`src/logic/memPkg.sv`:
```
`default_nettype none

package memPkg;

    typedef logic [31:0] word_t;

    typedef enum logic [1:0] {
        MSIZE1, MSIZE2, MSIZE4
    } mSize_t;

    typedef enum logic [1:0] {
        NONE, EXCEPTION, ERET
    } cType_t;

    // Top three address bits of the unmapped kernel segments
    localparam logic [2:0] kseg0Top = 3'b100;
    localparam logic [2:0] kseg1Top = 3'b101; // Uncached window

    typedef struct packed {
        logic adel; // Load address error
        logic ades; // Store address error
    } excBits_t;

    typedef struct packed {
        logic   regWrite;
        logic   memToReg; // Load
        logic   memWrite; // Store
        logic   loWrite;
        logic   hiWrite;
        logic   cp0Write;
        mSize_t mSize;
    } ctlBits_t;

    typedef struct packed {
        cType_t   cType;
        logic     valid;
        excBits_t eType;
        word_t    badVaddr;
    } cp0Ctl_t;

    // One instruction leaving execute
    typedef struct packed {
        logic       valid;
        word_t      pc;
        logic [4:0] rDst;
        word_t      aluOut;  // Effective address for memory ops
        word_t      srcB;    // Raw store data
        logic       isSlot;  // Sits in a branch delay slot
        ctlBits_t   ctl;
        cp0Ctl_t    cp0Ctl;
    } execData_t;

    typedef struct packed {
        logic       valid;
        word_t      addr;    // Physical
        mSize_t     size;
        logic [3:0] strobe;
        word_t      data;
        logic       uncached;
    } dbusReq_t;

    // Per-lane result handed to the arbiter
    typedef struct packed {
        word_t      paddr;
        logic       uncached;
        word_t      wData;
        logic [3:0] strobe;
        logic       loadMisalign;
        logic       storeMisalign;
    } laneInfo_t;

endpackage

`default_nettype wire

```
`src/logic/execMemReg.sv`:
```
`timescale 1ns/1ps
`default_nettype none

module execMemReg (
    input  wire logic              clk,
    input  wire logic              rstN,
    input  wire logic              stall,
    input  wire logic              flush,
    input  memPkg::execData_t      dataE [1:0],
    output memPkg::execData_t      dataR [1:0]
);

    memPkg::execData_t entry [1:0];

    // Stall beats flush, flush beats new data
    always_ff @(posedge clk) begin
        if (!rstN) begin
            entry[0] <= '0;
            entry[1] <= '0;
        end else if (!stall) begin
            if (flush) begin
                entry[0] <= '0; // Both lanes killed
                entry[1] <= '0;
            end else begin
                entry[0] <= dataE[0];
                entry[1] <= dataE[1];
            end
        end
    end

    assign dataR[0] = entry[0];
    assign dataR[1] = entry[1];

endmodule

`default_nettype wire

```
`src/logic/memLane.sv`:
```
`timescale 1ns/1ps
`default_nettype none

module memLane (
    input  memPkg::execData_t  inst,
    output memPkg::laneInfo_t  info
);

    memPkg::word_t vaddr;
    logic [1:0]    offset;
    logic [2:0]    segTop;
    logic          inKseg0;
    logic          inKseg1;
    logic          misaligned;
    logic [3:0]    rawStrobe;
    memPkg::word_t rawData;

    assign vaddr   = inst.aluOut;
    assign offset  = vaddr[1:0];
    assign segTop  = vaddr[31:29];
    assign inKseg0 = (segTop == memPkg::kseg0Top);
    assign inKseg1 = (segTop == memPkg::kseg1Top);

    // Fixed segment map, no TLB
    always_comb begin
        if (inKseg0 || inKseg1) begin
            info.paddr = {3'b000, vaddr[28:0]};
        end else begin
            info.paddr = vaddr; // kuseg and kseg2/3 untouched
        end
        info.uncached = inKseg1;
    end

    // Replicate store data across the word and pick byte lanes
    always_comb begin
        rawData   = inst.srcB;
        rawStrobe = 4'b0000;
        case (inst.ctl.mSize)
            memPkg::MSIZE1: begin
                rawData   = {4{inst.srcB[7:0]}};
                rawStrobe = 4'b0001 << offset;
            end
            memPkg::MSIZE2: begin
                rawData   = {2{inst.srcB[15:0]}};
                rawStrobe = offset[1] ? 4'b1100 : 4'b0011;
            end
            memPkg::MSIZE4: begin
                rawStrobe = 4'b1111;
            end
            default: begin
                rawStrobe = 4'b0000; // Unused size code writes nothing
            end
        endcase
    end

    always_comb begin
        case (inst.ctl.mSize)
            memPkg::MSIZE2: misaligned = offset[0];
            memPkg::MSIZE4: misaligned = (offset != 2'b00);
            default:        misaligned = 1'b0;
        endcase
    end

    // Both flags gated by their own enable
    assign info.loadMisalign  = inst.ctl.memToReg && misaligned;
    assign info.storeMisalign = inst.ctl.memWrite && misaligned;

    assign info.wData  = rawData;
    assign info.strobe = info.storeMisalign ? 4'b0000 : rawStrobe;

endmodule

`default_nettype wire

```
`src/logic/memArbiter.sv`:
```
`timescale 1ns/1ps
`default_nettype none

module memArbiter (
    input  memPkg::execData_t  inst [1:0],
    input  memPkg::laneInfo_t  info [1:0],
    input  wire logic [1:0]    reqFinish,
    output memPkg::dbusReq_t   dReq [1:0],
    output memPkg::execData_t  dataM [1:0],
    output logic               excpM
);

    logic [1:0] trap;       // Exception or ERET already tagged upstream
    logic [1:0] misalign;   // Valid lane with an address error
    logic [1:0] fault;
    logic [1:0] memOp;
    logic [1:0] canIssue;

    always_comb begin
        for (int i = 0; i < 2; i++) begin
            trap[i]     = (inst[i].cp0Ctl.cType == memPkg::EXCEPTION) ||
                          (inst[i].cp0Ctl.cType == memPkg::ERET);
            misalign[i] = inst[i].valid &&
                          (info[i].loadMisalign || info[i].storeMisalign);
            fault[i]    = inst[i].valid && (trap[i] || misalign[i]);
            memOp[i]    = inst[i].ctl.memToReg || inst[i].ctl.memWrite;
            canIssue[i] = inst[i].valid && memOp[i] && !fault[i] && !reqFinish[i];
        end
    end

    // Bus requests
    always_comb begin
        for (int i = 0; i < 2; i++) begin
            dReq[i] = '0;
            if (memOp[i]) begin
                dReq[i].addr     = info[i].paddr;
                dReq[i].size     = inst[i].ctl.mSize;
                dReq[i].uncached = info[i].uncached;
                if (!inst[i].ctl.memToReg) begin // Loads keep strobe and data at 0
                    dReq[i].strobe = info[i].strobe;
                    dReq[i].data   = info[i].wData;
                end
            end
        end
        dReq[1].valid = canIssue[1];
        dReq[0].valid = canIssue[0] && !fault[1]; // Younger lane waits on older
    end

    // Exception rewrite and younger-lane squash
    always_comb begin
        for (int i = 0; i < 2; i++) begin
            dataM[i] = inst[i];
            if (misalign[i]) begin
                dataM[i].cp0Ctl.cType      = memPkg::EXCEPTION;
                dataM[i].cp0Ctl.valid      = 1'b1;
                dataM[i].cp0Ctl.eType.adel = info[i].loadMisalign;
                dataM[i].cp0Ctl.eType.ades = info[i].storeMisalign;
                dataM[i].cp0Ctl.badVaddr   = inst[i].aluOut;
            end
        end

        if (fault[1]) begin
            dataM[0].ctl.regWrite = 1'b0;
            dataM[0].ctl.memToReg = 1'b0;
            dataM[0].ctl.loWrite  = 1'b0;
            dataM[0].ctl.hiWrite  = 1'b0;
            dataM[0].ctl.cp0Write = 1'b0;
        end
        if (misalign[1]) begin
            dataM[0].cp0Ctl.valid = 1'b0; // Older address error wins CP0
        end
    end

    assign excpM = |fault;

endmodule

`default_nettype wire

```
`src/logic/memStage.sv`:
```
`timescale 1ns/1ps
`default_nettype none

module memStage (
    input  wire logic          clk,
    input  wire logic          rstN,
    input  wire logic          stall,
    input  wire logic          flush,
    input  memPkg::execData_t  dataE [1:0],
    input  wire logic [1:0]    reqFinish,
    output memPkg::dbusReq_t   dReq [1:0],
    output memPkg::execData_t  dataM [1:0],
    output logic               excpM
);

    memPkg::execData_t dataR [1:0];
    memPkg::laneInfo_t info [1:0];

    execMemReg execMemRegInst (
        .clk   (clk),
        .rstN  (rstN),
        .stall (stall),
        .flush (flush),
        .dataE (dataE),
        .dataR (dataR)
    );

    // Lane 0 younger, lane 1 older
    memLane lane0 (
        .inst (dataR[0]),
        .info (info[0])
    );

    memLane lane1 (
        .inst (dataR[1]),
        .info (info[1])
    );

    memArbiter memArbiterInst (
        .inst      (dataR),
        .info      (info),
        .reqFinish (reqFinish),
        .dReq      (dReq),
        .dataM     (dataM),
        .excpM     (excpM)
    );

endmodule

`default_nettype wire

```
`config.mk`:
```
export PLATFORM = sky130hd
export DESIGN_NAME = memStage
export DESIGN_NICKNAME = d
export VERILOG_FILES = /design/src/logic/memPkg.sv /design/src/logic/execMemReg.sv /design/src/logic/memLane.sv /design/src/logic/memArbiter.sv /design/src/logic/memStage.sv
export SDC_FILE = /design/constraint.sdc
export NUM_CORES = 1
export LEC_CHECK = 0
export ABC_AREA = 1
export BUFFER_PORTS_ARGS = -buffer_cell sky130_fd_sc_hd__buf_2
export CAP_MARGIN = 20
export CORE_AREA = 2 2 287 289
export CTS_BUF_LIST = sky130_fd_sc_hd__clkbuf_4
export DETAILED_ROUTE_END_ITERATION = 10
export DIE_AREA = 0 0 289 291
export SLEW_MARGIN = 0
export SYNTH_ARGS = -nofsm -noshare
export SYNTH_HDL_FRONTEND = slang
export SYNTH_SLANG_ARGS = --single-unit
```
`constraint.sdc`:
```
create_clock -name clk -period 8.34 [get_ports clk]
set_clock_uncertainty 0.1 [all_clocks]
set_input_delay 1.251 -clock clk [delete_from_list [all_inputs] [get_ports clk]]
set_output_delay 1.251 -clock clk [all_outputs]
set_load 0.02 [all_outputs]
```
==> results.py, run 1 <==
metrics = {
    "run_status": {
        "outcome": "finished clean",
    },
    "clock_tree": {
        "clock_path_buffers": 3,
        "h-tree-depth": 3,
        "cts_tree": "yes",
        "cts_setup_buffers": 0,
        "cts-root-buf": "clkbuf_4",
        "cts_buffers": 86,
        "hold_buffers": 0,
        "clock_sinks": 296,
        "path_clk_slew_ns": 0.07,
        "cts_resized": 0,
    },
    "yosys": {
        "synth_area_mm2": 0.0155,
        "synth_fp_nets": 2047,
        "syn_inst": 1737,
        "avgSynthCellArea_um2": 8.92,
        "synth_seq_cells": 296,
        "yosysUniqueCellTypes": 24,
        "yosys_warnings": 0,
        "yosysSeqAreaShare": 0.574,
    },
    "sta": {
        "setup_violations": 0,
        "timing.fmax_ghz": 0.183,
        "holdWs_ns": 0.593,
        "drv_slew": 0,
        "post-route-min-period_ns": 5.48,
        "rsz0062_at_grt": "false",
        "fin_crit_sh": 0.657,
        "fin_tns_setup_ns": 0,
        "hold_viol_final": 0,
        "worst_pin_slew_ns": 1.00,
        "maxSlewHeadroom": 0.331,
    },
    "worst_setup_path": {
        "end_kind": "output port",
        "worstPathRequired_ns": 6.99,
        "worstPathArrival_ns": 4.12,
        "path_max_fanout": 71,
        "start_kind": "flop",
        "critical_path_class": "reg2out",
    },
    "route": {
        "drt-total-wl_um": 54300,
        "drt_drc_violations_left": 0,
        "ant_nets": 0,
        "wl_per_cell_um": 15.8,
        "drt_first_pass_iters": 5,
        "vias": 12720,
        "viasPerCell": 3.70,
        "dr.first_iter.drc_count": 711,
    },
    "grt": {
        "overflow": 0,
        "use_met1": 0.139,
        "gr-max-usage-layer": "met2",
        "antenna_found_initial": 10,
        "grt_pass1_vias": 12373,
        "use_met2": 0.207,
        "grt_usage": 0.123,
        "grt_pass1_wl_um": 76500,
        "use_met3": 0.0405,
        "grt_max_degree": 143,
    },
    "power": {
        "p_seq_frac": 0.466,
        "p_comb_frac": 0.177,
        "netSwitchingPower_mw": 1.24,
        "leakage_nw": 10.7,
        "finalPower_mw": 3.91,
        "peakVddDrop_mv": 0.0833,
        "p_per_area_mw_per_mm2": 197,
        "clkPwrFrac": 0.357,
        "switching_share": 0.316,
        "intPower_mw": 2.67,
    },
    "place": {
        "io_buffer_count": 742,
        "routabilityCongestion": 0.874,
        "dpl_cell_area_mm2": 0.0187,
        "dp_hpwl_um": 41500,
    },
    "floorplan": {
        "die_w_um": 289,
        "rows": 105,
        "initial_utilization": 0.191,
        "dieArea_mm2": 0.0841,
        "num_io_pins": 743,
        "core_mm2": 0.0812,
        "die_height_um": 291,
    },
    "final_layout": {
        "fin_area_mm2": 0.0199,
        "finish.utilization": 0.245,
        "drive_gt1_frac": 0.379,
        "largest_reg_flops": 296,
        "syn_to_final_growth_pct": 28.1,
        "nets": 2605,
        "regMostFlops": "execMemRegInst.entry",
        "reg_top3": "execMemRegInst.entry x296",
    },
    "hold_path": {
        "hold_path_depth": 3,
        "hp-start": "dataE[286]",
        "hold_class": "in2reg",
        "whs_endpoint": "execMemRegInst.entry[0][286]",
    },
    "run": {
        "maxCapViolations": 0,
    },
}
cell type report:
cell class | instances | area [µm²]
antenna | 11 | 27.5
multi-input combinational | 746 | 3160
clock inverter | 32 | 170
sequential | 296 | 8890
tap | 1070 | 1340
clock buffer | 122 | 916
inverter | 417 | 1570
timing repair buffer | 748 | 3780
fill | 8921 | 61300
power groups by stage:
stage | Clock, mW | Sequential, mW | Combinational [mW]
floorplan | 0 | 1.82 | 0.501
CTS | 1.46 | 1.82 | 0.700
global route | 1.53 | 1.83 | 0.752
detailed placement | 0 | 1.85 | 0.698
global placement | 0 | 1.85 | 0.693
finish | 1.40 | 1.82 | 0.692
cell usage after synthesis:
| cell | number | area, µm² |
|---|---|---|
| clkbuf_1 | 20 | 75.1 |
| nor2_4 | 2 | 22.5 |
| clkinv_1 | 3 | 11.3 |
| nor2_2 | 5 | 31.3 |
| a21oi_1 | 36 | 180 |
| nand3_2 | 2 | 20.0 |
| edfxtp_1 | 296 | 8890 |
| nand2_1 | 123 | 462 |
| inv_2 | 3 | 11.3 |
| or2_1 | 2 | 12.5 |
| a31oi_1 | 6 | 37.5 |
| ha_1 | 8 | 100 |
| nor4_1 | 2 | 12.5 |
| o21ai_0 | 70 | 350 |
| nand3_1 | 2 | 10.0 |
| buf_2 | 39 | 195 |
| buf_1 | 1 | 3.75 |
| a211oi_1 | 2 | 15.0 |
| nor2_1 | 448 | 1680 |
| o21ai_1 | 34 | 170 |
| xnor2_1 | 2 | 17.5 |
| inv_1 | 411 | 1540 |
| nor3_1 | 2 | 10.0 |
| buf_4 | 218 | 1640 |
cells by family after synthesis:
family / share of synthesized area
fa+ha+maj: 0.00646
simple gates: 0.146
compound gates: 0.0486
xor+xnor: 0.00113
flops: 0.574
buf+inv: 0.224
metal layers:
layer | share of wire | wire length (µm) | up-vias
li1 | - | - | 6216
met1 | 0.40 | 21500 | 5776
met2 | 0.47 | 25800 | 625
met3 | 0.092 | 5020 | 101
met4 | 0.036 | 1970 | 2
met5 | 0.00013 | 7 | -
through the flow:
stage,instances,setup slack [ns]
2_1_floorplan,1737,2.96
3_3_place_gp,3277,3.74
3_5_place_dp,3277,3.61
4_1_cts,3431,2.57
5_1_grt,3438,2.40
6_report,3442,2.86
worst max-delay path: stages, from the launching register on:
cell and delay [ns]:
edfxtp_1 0.55, clkinv_1 0.39, ha_1 0.41, inv_1 0.03, nor2_1 0.20, nand3_4 0.63, nand2_1 0.23, nand2_1 0.28
inv_1 0.28, nor2_1 0.07, buf_2 0.16
layout by cell type (no fill, tap or decap), types with 8 or more instances in the layout:
cell,netlist,layout
o21ai_1,34,34
inv_1,411,411
nor2_1,448,448
edfxtp_1,296,296
o21ai_0,70,70
nand2_1,123,121
clkbuf_4,0,122
ha_1,8,8
clkinv_1,3,24
diode_2,0,11
a21oi_1,36,36
buf_2,39,742
worst max path at each step:
| stage | startpoint | endpoint | slack [ns] |
|---|---|---|---|
| 6_report | execMemRegInst.entry[0][186] | dataM[39] | 2.86 |
| 5_1_grt | execMemRegInst.entry[0][186] | dataM[41] | 2.40 |
| 4_1_cts | execMemRegInst.entry[0][186] | dataM[39] | 2.57 |
| 3_5_place_dp | execMemRegInst.entry[0][186] | dataM[39] | 3.61 |
| 3_3_place_gp | execMemRegInst.entry[0][186] | dataM[44] | 3.74 |
| 2_1_floorplan | stall | execMemRegInst.entry[0][0] | 2.96 |
(Power assumes the default switching activity.)
==> inputs of run 2 (changes only) <==
--- a/config.mk
+++ b/config.mk
@@ -5,13 +5,13 @@
 export SDC_FILE = /design/constraint.sdc
 export NUM_CORES = 1
 export LEC_CHECK = 0
-export ABC_AREA = 1
+export ABC_AREA = 0
 export BUFFER_PORTS_ARGS = -buffer_cell sky130_fd_sc_hd__buf_2
 export CAP_MARGIN = 20
-export CORE_AREA = 2 2 287 289
+export CORE_AREA = 2 2 288 290
 export CTS_BUF_LIST = sky130_fd_sc_hd__clkbuf_4
 export DETAILED_ROUTE_END_ITERATION = 10
-export DIE_AREA = 0 0 289 291
+export DIE_AREA = 0 0 290 292
 export SLEW_MARGIN = 0
 export SYNTH_ARGS = -nofsm -noshare
 export SYNTH_HDL_FRONTEND = slang
==> constraint.sdc (replaced) <==
create_clock -name clk -period 5 [get_ports clk]
set_clock_uncertainty 0.1 [all_clocks]
set_input_delay 0.75 -clock clk [delete_from_list [all_inputs] [get_ports clk]]
set_output_delay 0.75 -clock clk [all_outputs]
set_load 0.02 [all_outputs]
==> results.py, run 2 <==
metrics = {
    "sta": {
        "rsz0062_at_grt": "false",
        "setup_violations": 0,
        "worst_pin_slew_ns": 0.950,
        "drv_slew": 0,
        "fin_crit_sh": 0.930,
        "maxSlewHeadroom": 0.367,
        "fin_tns_setup_ns": 0,
        "hold_viol_final": 0,
        "timing.fmax_ghz": 0.215,
        "post-route-min-period_ns": 4.65,
        "fin_ws_ns": 0.350,
    },
    "route": {
        "drt-total-wl_um": 56600,
        "drt_drc_violations_left": 0,
        "wl_per_cell_um": 17.9,
        "drt_first_pass_iters": 5,
        "viasPerCell": 3.82,
        "dr.first_iter.drc_count": 584,
        "ant_nets": 0,
        "vias": 12074,
    },
    "final_layout": {
        "mostFrequentLayoutCell": "buf_2",
        "reg_top3": "execMemRegInst.entry x296",
        "drive_gt1_frac": 0.466,
        "finish.utilization": 0.270,
        "nets": 2332,
        "layout_common_cells": "742 x buf_2, 316 x and2_1, 296 x edfxtp_1",
        "syn_to_final_growth_pct": 44.4,
        "regMostFlops": "execMemRegInst.entry",
        "largest_reg_flops": 296,
    },
    "yosys": {
        "synth.top_cell.area_share": 0.584,
        "syn_inst": 1226,
        "synth_top_family_by_area": "simple AND/OR/NAND/NOR gates",
        "synth_fp_nets": 1536,
        "yosysUniqueCellTypes": 38,
        "synth.most_common_cell": "and2_1",
        "synth_compound_area_frac": 0.0320,
        "yosys-top-cells-count": "316 x and2_1, 296 x edfxtp_1, 220 x buf_4",
        "synth_seq_cells": 296,
        "synth-async-reset-ratio": 0,
        "synthAdderAreaFrac": 0.00657,
        "yosysSeqAreaShare": 0.584,
        "synth_area_mm2": 0.0152,
        "synthFlopType": "edfxtp_1",
        "yosys_warnings": 0,
        "avgSynthCellArea_um2": 12.4,
        "synth-simple-area-share": 0.184,
        "synth_edf_count": 296,
        "yosysTopAreaCell": "edfxtp_1",
        "synthMuxAreaShare": 0.0653,
        "netlist_top_cells_area": "edfxtp_1 58%, and2_1 13%, buf_4 11%",
        "synth_xor_area_frac": 0.00115,
    },
    "place": {
        "dp_hpwl_um": 42200,
        "routabilityCongestion": 0.906,
        "dpl_worst_slack_ns": 1.17,
        "io_buffer_count": 742,
    },
    "clock_tree": {
        "cts_tree": "yes",
        "clock_path_buffers": 3,
        "cts_buffers": 88,
        "cts_setup_buffers": 0,
        "cts-root-buf": "clkbuf_4",
        "path_clk_slew_ns": 0.07,
        "h-tree-depth": 3,
        "clock_sinks": 296,
    },
    "power": {
        "peakVddDrop_mv": 0.146,
        "intPower_mw": 4.63,
        "p_per_area_mw_per_mm2": 301,
        "p_seq_frac": 0.465,
        "netSwitchingPower_mw": 1.98,
        "finalPower_mw": 6.61,
        "p_comb_frac": 0.180,
        "clkPwrFrac": 0.356,
        "switching_share": 0.299,
        "leakage_nw": 10.2,
    },
    "worst_setup_path": {
        "worstPathArrival_ns": 3.80,
        "critPathLaunch": "execMemRegInst.entry[0][186]",
        "slowest_delay_ns": 0.64,
        "crit_chain": "inv_1 -> ha_1 -> o211ai_1 -> a21oi_4 -> buf_12 -> mux2_2 -> buf_2",
        "cpMaxStageDelayCell": "edfxtp_1",
        "end_kind": "output port",
        "critical_path_class": "reg2out",
        "worstPathRequired_ns": 4.15,
        "path_max_fanout": 34,
        "start_kind": "flop",
    },
    "floorplan": {
        "dieArea_mm2": 0.0847,
        "die_height_um": 292,
        "initial_utilization": 0.187,
        "core_mm2": 0.0816,
        "rows": 105,
        "num_io_pins": 743,
        "die_w_um": 290,
    },
    "run_status": {
        "outcome": "finished clean",
    },
    "grt": {
        "overflow": 0,
        "grt_pass1_wl_um": 80400,
        "grt_max_degree": 168,
        "grt_usage": 0.128,
        "antenna_found_initial": 9,
        "grt_pass1_vias": 12522,
    },
    "hold_path": {
        "hold_class": "in2reg",
        "hp-start": "dataE[114]",
    },
    "run": {
        "maxCapViolations": 0,
    },
}
==> run 2: cell types whose count changed after synthesis, moves of 60 or more <==
cell	delta
inv_1	-399
nor2_1	-418
nand2_1	-87
o21ai_0	-62
and2_1	+316
nor2b_1	+60
==> run 2: routing by layer <==
| layer | up-vias | wire (µm) | global-route usage | part of all wire |
|---|---|---|---|---|
| met5 | - | 55 | 0 | 0.00097 |
| met4 | 8 | 1890 | 0.0581 | 0.033 |
| met3 | 120 | 4550 | 0.0441 | 0.080 |
| met2 | 604 | 27700 | 0.215 | 0.49 |
| met1 | 5736 | 22400 | 0.147 | 0.40 |
| li1 | 5606 | - | - | - |
==> run 2: cell families (layout without fill, tap and decap cells) <==
kind of cell,after synthesis,after routing
compound gates,80,80
xor+xnor,2,2
fa+ha+maj,8,8
buf+inv,290,1152
flops,296,296
mux,81,81
other cells,0,5
simple gates,469,469
==> run 2: timing repair <==
action	CTS	global route
hold endpoints to repair	225	0
gates resized for setup	0	0
hold buffers	225	0
==> run 2: critical path: cells and delay by family, from the launching register on <==
family | cells | cell delay (ns)
buf+inv | 3 | 0.66
compound gates | 2 | 0.73
flops | 1 | 0.64
mux | 1 | 0.38
fa+ha+maj | 1 | 0.52
==> run 2: area by class of cell <==
| type | count | area, µm² |
|---|---|---|
| clock buffers | 126 | 946 |
| multi-input cells | 640 | 4430 |
| fillers | 8577 | 59600 |
| well taps | 1070 | 1340 |
| diodes | 5 | 12.5 |
| flip-flops and latches | 296 | 8890 |
| clock inverters | 30 | 165 |
| inverters | 12 | 45.0 |
| repair buffers | 984 | 6160 |
==> run 2: stage by stage <==
step                      cells  hold slack (ns)  area (µm²)
after floorplan            1226            0.848       15200
after global placement     2776            0.925       18600
after detailed placement   2776            0.928       18600
after CTS                  3157         0.000730       22000
after global routing       3163           0.0215       22000
final                      3163            0.147       22000
==> run 2: worst paths after layout <==
path	endpoint	slack (ns)	depth (start not counted)
worst max-delay path	dataM[170]	0.35	7
worst min-delay path	execMemRegInst.entry[0][114]	0.15	2
==> run 2: power by group through the flow <==
stage	clock network, mW	registers (mW)	logic [mW]
2_1_floorplan	0	3.05	0.775
3_3_place_gp	0	3.12	1.04
3_5_place_dp	0	3.12	1.04
4_1_cts	2.47	3.08	1.19
5_1_grt	2.61	3.09	1.26
6_report	2.35	3.07	1.19
